===== config.mk =====
export PLATFORM = sky130hd
export DESIGN_NAME = llc_tag_store
export DESIGN_NICKNAME = d
export VERILOG_FILES = /design/src/rtl/llc_tag_types_pkg.sv /design/src/rtl/llc_tag_ctrl_pkg.sv /design/src/rtl/tag_ram_if.sv /design/src/rtl/tag_way_banks.sv /design/src/rtl/tag_match.sv /design/src/rtl/victim_select.sv /design/src/rtl/tag_lookup_ctrl.sv /design/src/rtl/llc_tag_store.sv
export VERILOG_INCLUDE_DIRS = /design/src /design/src/rtl
export SDC_FILE = /design/constraint.sdc
export NUM_CORES = 1
export LEC_CHECK = 0
export BUFFER_PORTS_ARGS = -buffer_cell sky130_fd_sc_hd__buf_2
export CORE_MARGIN = 10
export CORE_UTILIZATION = 50
export DETAILED_ROUTE_END_ITERATION = 12
export PLACE_DENSITY = 0.68
export SLEW_MARGIN = 20
export SYNTH_ARGS = -nofsm -noshare
export SYNTH_HDL_FRONTEND = slang
export SYNTH_HIERARCHICAL = 1
export SYNTH_SLANG_ARGS = --single-unit

===== constraint.sdc =====
create_clock -name clk_i -period 4.6 [get_ports clk_i]
set_input_delay 0.23 -clock clk_i [delete_from_list [all_inputs] [get_ports clk_i]]
set_output_delay 0.23 -clock clk_i [all_outputs]
set_load 0.1 [all_outputs]

===== src/rtl/llc_tag_settings.svh =====
// Tag store geometry; LLC_WAYS must be a power of two and at least 2, LLC_RAM_LATENCY at least 1
`ifndef LLC_TAG_SETTINGS_SVH
`define LLC_TAG_SETTINGS_SVH

// Number of ways, one tag macro each
`define LLC_WAYS 4

// Set index width, gives 16 sets
`define LLC_INDEX_W 4

// Stored tag width in bits
`define LLC_TAG_W 10

// Tag macro read latency in cycles
`define LLC_RAM_LATENCY 1

`endif


===== src/rtl/llc_tag_types_pkg.sv =====
// Vector and entry types of the tag store; widths follow the macros in llc_tag_settings.svh
`include "llc_tag_settings.svh"

package llc_tag_types_pkg;

  // Tag as stored in a macro or carried by a request
  typedef logic [`LLC_TAG_W-1:0] tag_t;

  // Set index, also the macro address
  typedef logic [`LLC_INDEX_W-1:0] index_t;

  // One bit per way, used both one-hot and as a mask
  typedef logic [`LLC_WAYS-1:0] way_ind_t;

  // Binary way number
  typedef logic [$clog2(`LLC_WAYS)-1:0] way_bin_t;

  // One macro word
  typedef struct packed {
    logic valid;
    logic dirty;
    tag_t tag;
  } tag_entry_t;

endpackage


===== src/rtl/llc_tag_ctrl_pkg.sv =====
// Request mode and controller state encodings; only lookup and flush requests exist
package llc_tag_ctrl_pkg;

  // Request mode
  typedef enum logic {
    LOOKUP = 1'b0,
    FLUSH  = 1'b1
  } store_mode_e;

  // Controller state, one request in flight at a time
  typedef enum logic [1:0] {
    IDLE = 2'd0,
    READ = 2'd1,
    RESP = 2'd2
  } ctrl_state_e;

endpackage


===== src/rtl/tag_ram_if.sv =====
// Tag macro access bundle; index and write data are shared by all ways, req and we are per way
`include "llc_tag_settings.svh"

interface tag_ram_if;
  import llc_tag_types_pkg::*;

  // Per-way access request and write enable
  way_ind_t req;
  way_ind_t we;
  // Common address and write data
  index_t index;
  tag_entry_t wdata;
  // Read data of every way
  tag_entry_t [`LLC_WAYS-1:0] rdata;
  // Read data became valid
  way_ind_t rvalid;

  // Controller side
  modport ctrl (
    output req, we, index, wdata,
    input  rvalid
  );

  // Memory side
  modport bank (
    input  req, we, index, wdata,
    output rdata, rvalid
  );

  // Comparator side
  modport match (
    input rdata
  );

endinterface


===== src/rtl/tag_way_banks.sv =====
// One tag memory per way; contents clear on reset, read data holds until the next read arrives
`include "llc_tag_settings.svh"

module tag_way_banks (
  input logic       clk_i,
  input logic       rst_n_i,
  tag_ram_if.bank   ram
);
  import llc_tag_types_pkg::*;

  localparam int unsigned WAYS = `LLC_WAYS;
  localparam int unsigned SETS = 1 << `LLC_INDEX_W;
  localparam int unsigned LAT  = `LLC_RAM_LATENCY;

  for (genvar w = 0; w < WAYS; w++) begin : gen_way
    // Storage for this way
    tag_entry_t mem_q [SETS];
    // Read data stages, each one loads only when a token passes
    tag_entry_t [LAT-1:0] pipe_q;
    // Read-valid token per stage
    logic [LAT-1:0] tok_q;
    logic rd;
    logic wr;

    assign rd = ram.req[w] & ~ram.we[w];
    assign wr = ram.req[w] & ram.we[w];

    always_ff @(posedge clk_i or negedge rst_n_i) begin
      if (!rst_n_i) begin
        mem_q  <= '{default: '0};
        pipe_q <= '0;
        tok_q  <= '0;
      end else begin
        if (wr) begin
          mem_q[ram.index] <= ram.wdata;
        end
        // First stage samples the array
        if (rd) begin
          pipe_q[0] <= mem_q[ram.index];
        end
        tok_q[0] <= rd;
        // Later stages follow the token
        for (int s = 1; s < LAT; s++) begin
          tok_q[s] <= tok_q[s-1];
          if (tok_q[s-1]) begin
            pipe_q[s] <= pipe_q[s-1];
          end
        end
      end
    end

    assign ram.rdata[w]  = pipe_q[LAT-1];
    assign ram.rvalid[w] = tok_q[LAT-1];
  end

endmodule


===== src/rtl/tag_match.sv =====
// Combinational compare of the read set; outputs are zero unless a way is selected
module tag_match (
  tag_ram_if.match                     ram,
  input  llc_tag_ctrl_pkg::store_mode_e mode_i,
  input  llc_tag_types_pkg::tag_t      tag_i,
  input  llc_tag_types_pkg::way_ind_t  allowed_i,
  input  llc_tag_types_pkg::way_ind_t  victim_way_i,
  output logic                         any_hit_o,
  output logic                         hit_dirty_o,
  output llc_tag_types_pkg::way_ind_t  res_way_o,
  output logic                         res_hit_o,
  output logic                         res_evict_o,
  output llc_tag_types_pkg::tag_t      res_evict_tag_o
);
  import llc_tag_types_pkg::*;
  import llc_tag_ctrl_pkg::*;

  localparam int unsigned WAYS = $bits(way_ind_t);

  way_ind_t   hit;
  way_bin_t   sel_bin;
  tag_entry_t sel;
  logic       sel_ok;

  // Hit needs a valid entry, equal tag and an allowed way
  always_comb begin
    hit = '0;
    for (int w = 0; w < WAYS; w++) begin
      hit[w] = (mode_i == LOOKUP) && allowed_i[w] && ram.rdata[w].valid &&
               (ram.rdata[w].tag == tag_i);
    end
  end

  assign any_hit_o = |hit;

  // Way named in the response
  always_comb begin
    if (mode_i == FLUSH) begin
      res_way_o = allowed_i;
    end else if (any_hit_o) begin
      res_way_o = hit;
    end else begin
      res_way_o = victim_way_i;
    end
  end

  // One-hot to binary, by OR of the set positions
  always_comb begin
    sel_bin = '0;
    for (int w = 0; w < WAYS; w++) begin
      if (res_way_o[w]) begin
        sel_bin = sel_bin | way_bin_t'(w);
      end
    end
  end

  assign sel    = ram.rdata[sel_bin];
  assign sel_ok = |res_way_o;

  assign hit_dirty_o = any_hit_o & sel.dirty;
  assign res_hit_o   = any_hit_o;

  // A dirty line leaves only on a miss or a flush
  assign res_evict_o     = sel_ok & ~any_hit_o & sel.valid & sel.dirty;
  assign res_evict_tag_o = (sel_ok && !any_hit_o) ? sel.tag : '0;

endmodule


===== src/rtl/victim_select.sv =====
// Victim choice among allowed ways; invalid ways go first, then round robin from the pointer
module victim_select (
  input  logic                        clk_i,
  input  logic                        rst_n_i,
  input  logic                        ctrl_clr_i,
  input  logic                        pick_i,
  input  llc_tag_types_pkg::way_ind_t valid_i,
  input  llc_tag_types_pkg::way_ind_t allowed_i,
  output llc_tag_types_pkg::way_ind_t victim_way_o
);
  import llc_tag_types_pkg::*;

  localparam int unsigned WAYS = $bits(way_ind_t);

  way_bin_t rr_q;
  way_ind_t free;
  way_ind_t free_first;
  logic     rr_found;
  way_bin_t rr_bin;
  way_bin_t cand;

  // Allowed ways that hold nothing
  assign free       = allowed_i & ~valid_i;
  assign free_first = free & way_ind_t'(~free + way_ind_t'(1));

  // First allowed way at or after the pointer, wrapping
  always_comb begin
    rr_found = 1'b0;
    rr_bin   = '0;
    cand     = '0;
    for (int i = 0; i < WAYS; i++) begin
      cand = rr_q + way_bin_t'(i);
      if (!rr_found && allowed_i[cand]) begin
        rr_found = 1'b1;
        rr_bin   = cand;
      end
    end
  end

  always_comb begin
    if (|free) begin
      victim_way_o = free_first;
    end else if (rr_found) begin
      victim_way_o = way_ind_t'(1) << rr_bin;
    end else begin
      // Nothing allowed
      victim_way_o = '0;
    end
  end

  // Pointer only moves when a valid line was replaced
  always_ff @(posedge clk_i or negedge rst_n_i) begin
    if (!rst_n_i) begin
      rr_q <= '0;
    end else if (ctrl_clr_i) begin
      rr_q <= '0;
    end else if (pick_i && !(|free) && rr_found) begin
      rr_q <= rr_bin + way_bin_t'(1);
    end
  end

endmodule


===== src/rtl/tag_lookup_ctrl.sv =====
// Request FSM with one request in flight; write-back happens on the edge that consumes the response
module tag_lookup_ctrl (
  input  logic                          clk_i,
  input  logic                          rst_n_i,
  input  logic                          req_valid_i,
  output logic                          req_ready_o,
  input  llc_tag_ctrl_pkg::store_mode_e req_mode_i,
  input  llc_tag_types_pkg::index_t     req_index_i,
  input  llc_tag_types_pkg::tag_t       req_tag_i,
  input  logic                          req_dirty_i,
  input  llc_tag_types_pkg::way_ind_t   req_way_i,
  output logic                          res_valid_o,
  input  logic                          res_ready_i,
  input  llc_tag_types_pkg::way_ind_t   spm_lock_i,
  input  logic                          any_hit_i,
  input  logic                          hit_dirty_i,
  input  llc_tag_types_pkg::way_ind_t   res_way_i,
  tag_ram_if.ctrl                       ram,
  output llc_tag_ctrl_pkg::store_mode_e mode_o,
  output llc_tag_types_pkg::tag_t       tag_o,
  output llc_tag_types_pkg::way_ind_t   allowed_o,
  output logic                          pick_o
);
  import llc_tag_types_pkg::*;
  import llc_tag_ctrl_pkg::*;

  ctrl_state_e state_q, state_d;
  store_mode_e mode_q;
  way_ind_t    allowed_q;
  tag_t        tag_q;
  index_t      index_q;
  logic        dirty_q;
  logic        accept;
  logic        consume;

  assign req_ready_o = (state_q == IDLE);
  assign res_valid_o = (state_q == RESP);
  assign accept      = req_valid_i & req_ready_o;
  assign consume     = res_valid_o & res_ready_i;

  always_comb begin
    state_d = state_q;
    unique case (state_q)
      IDLE: if (accept) state_d = READ;
      // Wait for the macro read
      READ: if (|ram.rvalid) state_d = RESP;
      RESP: if (consume) state_d = IDLE;
      default: state_d = IDLE;
    endcase
  end

  // Macro control
  always_comb begin
    ram.req   = '0;
    ram.we    = '0;
    ram.index = index_q;
    ram.wdata = '0;
    pick_o    = 1'b0;
    if (accept) begin
      // Read the set on every way
      ram.req   = '1;
      ram.index = req_index_i;
    end else if (consume) begin
      if (mode_q == FLUSH) begin
        // Invalidate the flushed way
        ram.req = allowed_q;
        ram.we  = allowed_q;
      end else if (any_hit_i) begin
        // Mark a clean hit dirty
        if (dirty_q && !hit_dirty_i) begin
          ram.req   = res_way_i;
          ram.we    = res_way_i;
          ram.wdata = '{valid: 1'b1, dirty: 1'b1, tag: tag_q};
        end
      end else if (|res_way_i) begin
        // Miss refills the victim
        ram.req   = res_way_i;
        ram.we    = res_way_i;
        ram.wdata = '{valid: 1'b1, dirty: dirty_q, tag: tag_q};
        pick_o    = 1'b1;
      end
    end
  end

  always_ff @(posedge clk_i or negedge rst_n_i) begin
    if (!rst_n_i) begin
      state_q   <= IDLE;
      mode_q    <= LOOKUP;
      allowed_q <= '0;
    end else begin
      state_q <= state_d;
      if (accept) begin
        mode_q    <= req_mode_i;
        // Locked ways drop out of lookups only
        allowed_q <= (req_mode_i == FLUSH) ? req_way_i : (req_way_i & ~spm_lock_i);
      end
    end
  end

  // Request payload
  always_ff @(posedge clk_i) begin
    if (accept) begin
      tag_q   <= req_tag_i;
      index_q <= req_index_i;
      dirty_q <= req_dirty_i;
    end
  end

  assign mode_o    = mode_q;
  assign tag_o     = tag_q;
  assign allowed_o = allowed_q;

endmodule


===== src/rtl/llc_tag_store.sv =====
// LLC tag store top; one request at a time, res_way_o is one-hot and zero when no way is usable
module llc_tag_store (
  input  logic                          clk_i,
  input  logic                          rst_n_i,
  // Request
  input  logic                          req_valid_i,
  output logic                          req_ready_o,
  input  llc_tag_ctrl_pkg::store_mode_e req_mode_i,
  input  llc_tag_types_pkg::index_t     req_index_i,
  input  llc_tag_types_pkg::tag_t       req_tag_i,
  input  logic                          req_dirty_i,
  input  llc_tag_types_pkg::way_ind_t   req_way_i,
  // Response
  output logic                          res_valid_o,
  input  logic                          res_ready_i,
  output llc_tag_types_pkg::way_ind_t   res_way_o,
  output logic                          res_hit_o,
  output logic                          res_evict_o,
  output llc_tag_types_pkg::tag_t       res_evict_tag_o,
  // Configuration
  input  llc_tag_types_pkg::way_ind_t   spm_lock_i,
  input  logic                          ctrl_clr_i
);
  import llc_tag_types_pkg::*;
  import llc_tag_ctrl_pkg::*;

  tag_ram_if ram ();

  store_mode_e mode;
  tag_t        tag;
  way_ind_t    allowed;
  way_ind_t    victim_way;
  way_ind_t    valid_vec;
  logic        pick;
  logic        any_hit;
  logic        hit_dirty;

  // Valid bits of the read set feed the victim choice
  for (genvar w = 0; w < $bits(way_ind_t); w++) begin : gen_valid
    assign valid_vec[w] = ram.rdata[w].valid;
  end

  tag_lookup_ctrl u_ctrl (
    .clk_i, .rst_n_i,
    .req_valid_i, .req_ready_o, .req_mode_i, .req_index_i,
    .req_tag_i, .req_dirty_i, .req_way_i,
    .res_valid_o, .res_ready_i, .spm_lock_i,
    .any_hit_i   (any_hit),
    .hit_dirty_i (hit_dirty),
    .res_way_i   (res_way_o),
    .ram         (ram.ctrl),
    .mode_o      (mode),
    .tag_o       (tag),
    .allowed_o   (allowed),
    .pick_o      (pick)
  );

  tag_way_banks u_banks (.clk_i, .rst_n_i, .ram(ram.bank));

  tag_match u_match (
    .ram (ram.match), .mode_i (mode), .tag_i (tag),
    .allowed_i (allowed), .victim_way_i (victim_way),
    .any_hit_o (any_hit), .hit_dirty_o (hit_dirty),
    .res_way_o, .res_hit_o, .res_evict_o, .res_evict_tag_o
  );

  victim_select u_victim (
    .clk_i, .rst_n_i, .ctrl_clr_i,
    .pick_i (pick), .valid_i (valid_vec), .allowed_i (allowed),
    .victim_way_o (victim_way)
  );

endmodule


==> results of run 1 <==
routing by layer:
metal	global-route usage, %	up-vias	share of wire [%]
li1	-	10679	-
met1	32.8	13248	45
met2	36.9	735	47
met3	3.67	190	5.6
met4	7.69	0	2.9
met5	0	-	0
flip-flops by register name, indices dropped and copies added (netlist names):
register,cells
u_banks/gen_way.mem_q,768
u_banks/ram.rdata,48
u_ctrl/tag_o,10
u_banks/gen_way.tok_q,4
u_ctrl/allowed_o,4
u_ctrl/index_q,4
u_ctrl/state_q,2
u_victim/rr_q,2
u_ctrl/dirty_q,1
u_ctrl/mode_o,1
final cells by class:
class / count / area (sq um) / area share, %
inverters: 18 / 71.3 / 0.155
diodes: 1 / 2.50 / 0.00544
clock inverters: 33 / 352 / 0.764
flip-flops and latches: 844 / 21200 / 46.0
clock buffers: 131 / 2640 / 5.73
repair buffers: 314 / 3140 / 6.83
well taps: 1050 / 1310 / 2.85
multi-input cells: 1703 / 17400 / 37.7
power by group through the flow:
stage	combinational (mW)	clock (mW)	sequential, mW
global placement	8.44	0	8.33
finish	8.97	7.24	8.21
detailed placement	8.51	0	8.33
floorplan	5.90	0	8.14
CTS	8.67	7.39	8.20
global route	9.33	7.70	8.24
logic make-up (layout without fill, tap and decap cells):
family,count (synthesis),count (layout)
other,0,1
multiplexers,1116,1116
flip-flops,844,844
adder cells (fa/ha/maj),4,4
AO/OA/AOI/OAI,268,268
AND/OR/NAND/NOR,274,275
buffers and inverters,287,496
XOR/XNOR,40,40
metrics by stage:
stage,hold WS [ns],utilization (%)
after floorplan,-0.0656,-
after global placement,0.295,53.8
after detailed placement,0.301,53.9
after CTS,0.192,58.1
after global routing,0.242,58.5
final,0.215,58.5
repair_timing:
| action | CTS | global route |
|---|---|---|
| setup endpoints to repair | 753 | 779 |
| resized for setup | 10 | 39 |
| hold buffers | 23 | 0 |
| cloned | 1 | 1 |
| hold endpoints to repair | 97 | 0 |
| pin swaps | 4 | 10 |
| setup buffers | 4 | 18 |
placed cells by master (no fill, tap or decap), types with 32 or more instances in the layout:
cell | netlist | routed
nor2_1 | 116 | 109
mux2_2 | 794 | 792
clkbuf_16 | 0 | 91
a211oi_1 | 33 | 32
buf_2 | 98 | 41
dfrtp_1 | 829 | 826
mux4_2 | 38 | 38
mux2i_1 | 232 | 232
xnor2_1 | 40 | 39
o22ai_1 | 107 | 107
mux4_1 | 41 | 41
buf_12 | 0 | 62
buf_4 | 18 | 174
nand2_1 | 42 | 41
critical path, cell delays in order (launching register included):
cell	delay (ns)
edfxtp_1	0.45
buf_4	0.18
xnor2_1	0.16
nand4_1	0.20
nor4_4	0.40
buf_4	0.18
nor4b_4	0.05
o31ai_4	0.26
buf_4	0.18
inv_2	0.04
buf_4	0.15
nand3_1	0.39
o22ai_1	0.17
a311oi_2	0.37
buf_2	0.51
final timing paths:
path / depth (start not counted) / start / to / slack (ns)
worst max-delay path: 14 / u_ctrl/tag_o[3]$_DFFE_PN_ / res_evict_tag_o[6] / 0.04
worst min-delay path: 2 / rst_n_i / u_banks/gen_way[0].mem_q[171]$_DFFE_PN0P_ / 0.22
worst max register to register: 19 / u_ctrl/allowed_o[1]$_DFFE_PN0N_ / u_banks/gen_way[2].mem_q[185]$_DFFE_PN0P_ / 0.06
worst min register to register: 1 / u_banks/gen_way[3].mem_q[37]$_DFFE_PN0P_ / u_banks/gen_way[3].mem_q[37]$_DFFE_PN0P_ / 0.49
max in group asynchronous: 3 / rst_n_i / u_banks/gen_way[3].mem_q[27]$_DFFE_PN0P_ / 2.92
min in group clk_i: 2 / req_index_i[2] / u_ctrl/index_q[2]$_DFF_P_ / 0.25
==> summary.txt, run 1 <==
Run status
  • Outcome: finished, final reports clean

Clock network
  • Max Root-Sink Buffers: 3
  • Root buffer cell: clkbuf_16
  • CTS clk-pin slew, worst paths: about 0.06 ns
  • CTS tree: yes
  • Clk Latency, worst-skew pair: ~0.65 ns
  • CTS HTree Levels: 3
  • CTS Buf Count: 89
  • CTS sink cnt: approximately 840

Global routing
  • Initial antenna violation count: 1
  • GRT overflow: 0
  • First-pass GRT wire length: between 150000 and 200000 microns
  • Vias in the first global route: between 20000 and 30000
  • Total track usage: 23.4%
  • Largest net degree at the start of global routing: roughly 170

Job
  • Maxcap violations: 0

Pwr
  • Switching pwr: 9.51 mW
  • Post-layout power: between 20 and 25 mW
  • Part of the power in registers: between 30 and 40%
  • P per Cell Area: 531 nW/um^2
  • P_leak: approximately 22 nW
  • Switch share: 39.0%
  • Cell-internal power: roughly 15 mW
  • Clock Power Share: 29.6%
  • Combinational share of power: 36.7%
  • Max VDD drop: around 0.00065 V

Timing
  • Fin Setup TNS: 0 ns
  • RSZ-0062 raised after global routing: yes
  • Final hold violation count: 0
  • PnR worst setup slack: roughly 0.036 ns
  • Worst Max-Slew Pin Slew: just over 1 ns
  • Slew HR: 32.9%
  • Worst Skew: between 0.02 and 0.03 ns
  • Min Tclk post-route: roughly 4.6 ns
  • Final Slew Violations: 0
  • Fin crit share: approximately 100%
  • Highest clock rate: about 0.22 GHz
  • # setup viols final: 0

Floorplan
  • Initial Util: between 50% and 60%
  • Die height: 301 microns
  • Die area: 90800 sq um
  • Die X: roughly 300 microns
  • Number of core rows: 103
  • Num ports: 47
  • Core region area: approximately 80000 sq um

Final layout
  • Share of post-route cells with drive strength above 1: between 40% and 50%
  • Fillcell total: 6068
  • Nets@finish: ~3000
  • Area grow syn2layout: 16.3%
  • Post-route cell area: between 40000 and 50000 sq um
  • Fin cells: between 4000 and 5000

Synthesis
  • Synthesized area: 39600 sq um
  • Biggest area consumer among synthesized cells: dfrtp_1
  • #FFs+latches synth: 844
  • Top cells by area, synth: dfrtp_1 (52%), mux2_2 (23%), mux2i_1 (5.9%), mux4_1 (2.7%), mux4_2 (2.2%)
  • Post-synth EDFFs: 11
  • Largest family of logic cells by synthesized area: multiplexers
  • Synth Area in XOR/XNOR: less than 1%
  • Distinct cells, synth: 67
  • Post-Synth Simple-Gate Area: between 3 and 4%
  • Mux contribution to synthesized area: 33.7%
  • Synth Area per Inst: about 14 sq um
  • Synth Net Count: roughly 2900
  • Ys async rst share: between 90% and 100%
  • Synthesized netlist cell count: approximately 2800
  • Ys Warns: 6
  • Top FF cell, synth: dfrtp_1
  • Synth cell count leaders: dfrtp_1 (829), mux2_2 (794), mux2i_1 (232)
  • Post-synth top area share: 52.4%
  • Count leader, synth: dfrtp_1
  • Adder-Cell Fraction of Synth Area: less than 1%
  • Sequential area share after synthesis: between 50% and 60%
  • Post-synthesis compound-gate area fraction: 4.76%

Worst setup path
  • Critical Path Sink Type: primary output
  • Critical path startpoint category: flip-flop
  • CP max FO: 10
  • CP required: 4.37 ns
  • WP data arrival: 4.33 ns
  • WS Path Type: flip-flop to primary output

Drt
  • WL final: approximately 110000 microns
  • ANT nets after route: 0
  • Drc violations: 0
  • Drt initial violations: ~2000
  • TritonRoute pass-1 iters: 5
  • Vias per cell: 6.07
  • Drt wl/cell: between 20 and 30 microns
  • Via count: 24852

Placement
  • Number of buffers added on ports: 46
  • Worst slack at placement: -0.301 ns
  • DP Area: approximately 42000 sq um
  • Placer congestion estimate: around 0.95
  • Cells after DPL: between 3000 and 4000
  • DP HPWL: just under 70000 microns

Hold path
  • Min-delay worst type: input pin to async pin
Note: power is estimated with default switching activity, not from simulation.
==> run 2, diff against run 1 <==
Settings changed: MAX_ROUTING_LAYER set to met4.
==> run 2 against run 1 <==
Effect of this change: flip-flop and latch count did not move; register-to-register slack better by 0.02 ns; worst setup slack gained 0.013 ns; clock skew decreased by 0.00073 ns; largest power group unchanged; wire length is 0.78% lower; final area increased by 0.36%; combinational power hardly changed; non-clock buffer count down 7; fmax is 0.28% higher.
==> summary.txt, run 2 (same netlist as run 1, synthesis figures left out) <==
Run status
  • Outcome: finished, final reports clean

Placement
  • Cells after DPL: between 3000 and 4000
  • Worst slack at placement: -0.346 ns
  • DP HPWL: 67600 microns
  • Number of buffers added on ports: 46
  • Placer congestion estimate: about 0.96

Clock network
  • Clk Latency, worst-skew pair: 0.66 ns
  • CTS clk-pin slew, worst paths: 0.06 ns
  • Max Root-Sink Buffers: 3
  • CTS HTree Levels: 3
  • CTS Buf Count: just under 90
  • CTS sink cnt: 844
  • CTS tree: yes
  • Root buffer cell: clkbuf_16

Worst setup path
  • Worst path max stage delay: 0.50 ns
  • Buffers and inverters on the worst path: 5
  • Critical Path Sink Type: primary output
  • CP required: around 4.4 ns
  • Critical R2R Capture: u_banks/gen_way[1].mem_q[38]$_DFFE_PN0P_
  • CP max stage cell: buf_2
  • Reg2Reg Depth: 19
  • Critical R2R Launch: u_ctrl/allowed_o[1]$_DFFE_PN0N_
  • WS Path Type: flip-flop to primary output
  • Critical path's top delay family: buffers and inverters
  • Flop2flop setup slack: roughly 0.080 ns
  • Cell mode on critical path: buf_4
  • CP Cell Sequence: buf_4 > xnor2_1 > nand4_1 > nor4_4 > buf_4 > nor4b_4 > o31ai_4 > inv_2 > buf_4 > nand3_1 > o22ai_1 > a311oi_2 > buf_2
  • CP max FO: 10
  • Critical path startpoint category: flip-flop
  • WP data arrival: around 4.3 ns

Hold path
  • Min-delay worst type: input pin to flip-flop
  • Min-Delay Endpoint: u_ctrl/allowed_o[1]$_DFFE_PN0N_
  • Hold Path Stages: 4
  • HP Start: spm_lock_i[1]

Timing
  • Highest clock rate: 0.220 GHz
  • Final hold slack: between 0.02 and 0.03 ns
  • PnR worst setup slack: around 0.049 ns
  • RSZ-0062 raised after global routing: yes
  • Fin crit share: a little over nine tenths
  • Slew HR: between 30% and 40%
  • Final Slew Violations: 0
  • Final hold violation count: 0
  • Worst Max-Slew Pin Slew: approximately 0.96 ns
  • Worst Skew: ~0.029 ns
  • # setup viols final: 0
  • Min Tclk post-route: about 4.6 ns

Final layout
  • Nets@finish: ~3000
  • Max reg flops: around 770
  • Share of post-route cells with drive strength above 1: between 40% and 50%
  • Top reg by flops: u_banks/gen_way.mem_q
  • Fillcell total: between 6000 and 7000
  • Area grow syn2layout: 16.8%
  • FF/Latch Area: 21200 sq um
  • Commonest cells after routing, fill and taps aside: dfrtp_1 (827), mux2_2 (784), mux2i_1 (232)
  • Multi-input logic area: about 17000 sq um
  • Fin cells: about 4100
  • Commonest non-fill, non-tap cell in the layout: dfrtp_1

Floorplan
  • Number of core rows: roughly 100
  • Initial Util: roughly half
  • Core region area: just under 80000 sq um
  • Die area: between 90000 and 100000 sq um
  • Die height: 301 microns
  • Num ports: 47
  • Die X: 301 microns

Global routing
  • Largest net degree at the start of global routing: 143
  • First-pass GRT wire length: approximately 160000 microns
  • Vias in the first global route: 26029
  • GRT overflow: 0
  • Initial antenna violation count: 4
  • Total track usage: 23.7%

Pwr
  • Cell-internal power: 15.0 mW
  • Clock Power Share: about 30%
  • Part of the power in registers: 33.5%
  • Post-layout power: 24.5 mW
  • Combinational share of power: a little under two fifths
  • Switch share: 38.7%
  • Max VDD drop: ~0.00064 V
  • P per Cell Area: between 500 and 600 nW/um^2
  • P_leak: around 22 nW
  • Switching pwr: 9.47 mW

Drt
  • Drt wl/cell: roughly 26 microns
  • Drt initial violations: 1891
  • ANT nets after route: 0
  • TritonRoute pass-1 iters: 5
  • WL final: ~110000 microns
  • Vias per cell: between 6 and 7
  • Drc violations: 0
  • Via count: 24701

Job
  • Maxcap violations: 0
==> run 2: repair_timing <==
| item | 4_1_cts | 5_1_grt |
|---|---|---|
| hold endpoints to repair | 114 | 0 |
| pin swaps | 3 | 19 |
| setup buffers | 6 | 19 |
| hold buffers | 20 | 0 |
| resized for setup | 15 | 70 |
| cloned | 1 | 4 |
| endpoints found under the setup margin | 775 | 779 |
==> run 2: area by class of cell <==
| class | count | area share, % |
|---|---|---|
| Clock buffer | 128 | 5.59 |
| Antenna cell | 1 | 0.00542 |
| Timing Repair Buffer | 307 | 7.00 |
| Multi-Input combinational cell | 1702 | 37.8 |
| Inverter | 18 | 0.154 |
| Tap cell | 1050 | 2.84 |
| Sequential cell | 844 | 45.8 |
| Clock inverter | 31 | 0.856 |
==> run 2: worst max-delay path by stage <==
stage | start | to | cells after the start | slack, ns
CTS | u_ctrl/allowed_o[1]$_DFFE_PN0N_ | u_banks/gen_way[3].mem_q[156]$_DFFE_PN0P_ | 20 | -0.01
global route | u_ctrl/tag_o[8]$_DFFE_PN_ | u_banks/gen_way[1].mem_q[20]$_DFFE_PN0P_ | 19 | -0.13
global placement | u_victim/rr_q[1]$_DFFE_PN0P_ | u_banks/gen_way[0].mem_q[22]$_DFFE_PN0P_ | 19 | -0.23
finish | u_ctrl/tag_o[8]$_DFFE_PN_ | res_evict_tag_o[1] | 13 | 0.05
detailed placement | u_victim/rr_q[1]$_DFFE_PN0P_ | u_banks/gen_way[3].mem_q[18]$_DFFE_PN0P_ | 22 | -0.35
floorplan | u_ctrl/allowed_o[3]$_DFFE_PN0N_ | res_evict_o | 12 | 0.04
==> run 2: stage by stage <==
stage	instance area, sq um	TNS (ns)	utilization [%]
6_report	46200	0	58.7
5_1_grt	46200	-5.94	58.7
4_1_cts	45700	-0.0354	58.1
3_5_place_dp	42400	-130.47	53.8
3_3_place_gp	42400	-69.55	53.8
2_1_floorplan	39600	0	-
==> run 2: layer usage <==
metal / vias up / wire [microns] / global-route usage [%]
li1: 10672 / - / -
met3: 172 / 5950 / 3.20
met4: 0 / 2740 / 7.77
met5: - / 0 / -
met2: 706 / 49900 / 36.6
met1: 13151 / 47200 / 32.3
==> run 2: power groups by stage <==
stage	combinational, mW	sequential, mW	clock, mW
floorplan	5.90	8.14	0
global route	9.36	8.24	7.69
CTS	8.65	8.20	7.41
finish	9.00	8.21	7.27
global placement	8.45	8.33	0
detailed placement	8.49	8.33	0
==> run 2: worst min-delay path: stages <==
cell and delay, ns:
buf_2 0.10, inv_1 0.04, o21ai_0 0.10, o21ai_0 0.17
==> run 3, diff against run 2 <==
Settings changed: CTS_BUF_LIST set to sky130_fd_sc_hd__clkbuf_2 sky130_fd_sc_hd__clkbuf_4 sky130_fd_sc_hd__clkbuf_8.
==> run 3 against run 2 <==
Effect of this change: cell count rose by 2.3%; global-route usage rose by 0.35 points; largest cell class unchanged; power fell by 0.66%; worst hold slack improved by 0.046 ns; sequential power barely moved; critical path depth rose by 9; flip-flop and latch count did not move.
==> summary.txt, run 3 (same netlist as run 1, synthesis figures left out) <==
Run status
  • Outcome: finished, final reports clean

Worst setup path
  • Critical R2R Capture: u_banks/gen_way[3].mem_q[164]$_DFFE_PN0P_
  • WS Path Type: flip-flop to flip-flop
  • WP data arrival: between 5 and 6 ns
  • Cell mode on critical path: buf_6
  • Worst path max stage delay: about 0.45 ns
  • Critical R2R Launch: u_ctrl/allowed_o[1]$_DFFE_PN0N_
  • CP required: approximately 5.3 ns
  • Critical path's top delay family: simple AND/OR/NAND/NOR gates
  • Critical path startpoint category: flip-flop
  • Buffers and inverters on the worst path: 7
  • Critical Path Sink Type: flip-flop
  • CP Cell Sequence: buf_6 > or3_4 > mux2_4 > and2_4 > a32o_2 > nor3b_4 > a221oi_4 > o2111ai_2 > o31ai_4 > nor2_2 > nor2b_2 > nor3_4 > buf_6 > nor3_2 > buf_4 > nand2_2 > buf_6 > buf_12 > nor3_4 > buf_6 > buf_16 > mux2_2
  • Flop2flop setup slack: 0.04 ns
  • CP max stage cell: dfrtp_2
  • CP max FO: 6
  • Reg2Reg Depth: 22

Clock network
  • CTS sink cnt: 844
  • Max Root-Sink Buffers: 3
  • CTS tree: yes
  • CTS clk-pin slew, worst paths: 0.06 ns
  • Root buffer cell: clkbuf_8
  • CTS Buf Count: 141
  • CTS HTree Levels: 4
  • Clk Latency, worst-skew pair: between 0.8 and 0.9 ns

Drt
  • ANT nets after route: 0
  • Drt wl/cell: between 20 and 30 microns
  • TritonRoute pass-1 iters: 6
  • Drc violations: 0
  • Drt initial violations: 1951
  • Via count: ~25000
  • Vias per cell: 6.02
  • WL final: approximately 110000 microns

Final layout
  • Area grow syn2layout: 17.2%
  • Fillcell total: 6083
  • Multi-input logic area: about 17000 sq um
  • Nets@finish: about 3100
  • Post-route cell area: between 40000 and 50000 sq um
  • Commonest cells after routing, fill and taps aside: dfrtp_1 (827), mux2_2 (791), mux2i_1 (232)
  • Share of post-route cells with drive strength above 1: between 40% and 50%
  • Top reg by flops: u_banks/gen_way.mem_q
  • Max reg flops: ~770
  • Commonest non-fill, non-tap cell in the layout: dfrtp_1
  • FF/Latch Area: 21200 sq um

Timing
  • Fin crit share: between 90 and 100%
  • Min Tclk post-route: approximately 4.6 ns
  • Highest clock rate: between 0.2 and 0.25 GHz
  • Final Slew Violations: 0
  • Worst Skew: between 0.04 and 0.05 ns
  • Final hold violation count: 0
  • Worst Max-Slew Pin Slew: about 1.2 ns
  • RSZ-0062 raised after global routing: yes
  • # setup viols final: 0
  • Slew HR: between 20% and 30%
  • Fin Setup TNS: 0 ns

Global routing
  • Vias in the first global route: 26532
  • First-pass GRT wire length: 163000 microns
  • Total track usage: 24.1%
  • GRT overflow: 0
  • Initial antenna violation count: 6
  • Largest net degree at the start of global routing: approximately 140

Floorplan
  • Die X: roughly 300 microns
  • Number of core rows: ~100
  • Die area: a little over 90000 sq um
  • Core region area: between 70000 and 80000 sq um
  • Die height: approximately 300 microns
  • Num ports: between 40 and 50
  • Initial Util: between 50% and 60%

Placement
  • DP Area: around 42000 sq um
  • Number of buffers added on ports: 46
  • Placer congestion estimate: 0.961
  • DP HPWL: roughly 68000 microns

Job
  • Maxcap violations: 0

Pwr
  • P per Cell Area: ~520 nW/um^2
  • Max VDD drop: approximately 0.00054 V
  • P_leak: roughly 22 nW

Hold path
  • Min-delay worst type: input pin to async pin
## run 3: cell count changes in the layout (fill, tap and decap cells not counted), sizes merged, moves of 3 or more
cell / delta
clkinv: -4
dlygate4sd3: +3
clkbuf: +89
bufinv: -4
buf: +3
diode: +3
## run 3: how the worst max path moves through the flow
stage / startpoint / to / slack [ns] / cells after the start
floorplan: u_ctrl/allowed_o[3]$_DFFE_PN0N_ / res_evict_o / 0.04 / 12
CTS: u_ctrl/allowed_o[1]$_DFFE_PN0N_ / u_banks/gen_way[3].mem_q[62]$_DFFE_PN0P_ / 0.002 / 20
finish: u_ctrl/allowed_o[1]$_DFFE_PN0N_ / u_banks/gen_way[3].mem_q[164]$_DFFE_PN0P_ / 0.04 / 22
global route: u_ctrl/allowed_o[2]$_DFFE_PN0N_ / u_banks/gen_way[1].mem_q[21]$_DFFE_PN0P_ / -0.1 / 19
global placement: u_victim/rr_q[1]$_DFFE_PN0P_ / u_banks/gen_way[0].mem_q[22]$_DFFE_PN0P_ / -0.23 / 19
detailed placement: u_victim/rr_q[1]$_DFFE_PN0P_ / u_banks/gen_way[3].mem_q[18]$_DFFE_PN0P_ / -0.35 / 22
## run 3: what timing repair did
action                     4_1_cts  5_1_grt
hold buffers                    23        0
gates cloned                     2        3
pin swaps                        9       22
setup endpoints to repair      788      707
resized for setup               32       67
hold endpoints to repair       114        0
buffers inserted                13       17
## run 3: layout make-up
class / instances / share of cell area [%]
antenna: 4 / 0.0216
clock buffer: 216 / 5.83
clock inverter: 26 / 0.632
inverter: 18 / 0.154
multi-input combinational: 1702 / 37.7
sequential: 844 / 45.6
tap: 1050 / 2.83
timing repair buffer: 314 / 7.23
## run 3: power breakdown
part / internal, mW / switching, mW
clock: 3.94 / 3.07
sequential: 7.79 / 0.429
combinational: 2.97 / 6.12
total: 14.7 / 9.62
## run 3: metrics by stage
| stage | utilization [%] | total power, mW | setup slack [ns] | hold WS (ns) | instances |
|---|---|---|---|---|---|
| after detailed placement | 53.8 | 16.8 | -0.346 | 0.370 | 3870 |
| after global routing | 58.9 | 25.2 | -0.0971 | 0.0746 | 4173 |
| after floorplan | - | 14.0 | 0.0352 | -0.0656 | 2833 |
| final | 58.9 | 24.3 | 0.0360 | 0.0761 | 4174 |
| after CTS | 58.3 | 24.1 | 0.00198 | 0.0425 | 4150 |
| after global placement | 53.8 | 16.8 | -0.232 | 0.340 | 3870 |
## run 3: routing by layer
layer  vias up  part of all wire (%)  global-route usage (%)
met3       174                   6.0                    4.82
met2       730                    47                    36.8
met1     13404                    44                    32.0
li1      10816                     -                       -
met4         0                   2.7                    7.96
met5         -                     0                       -
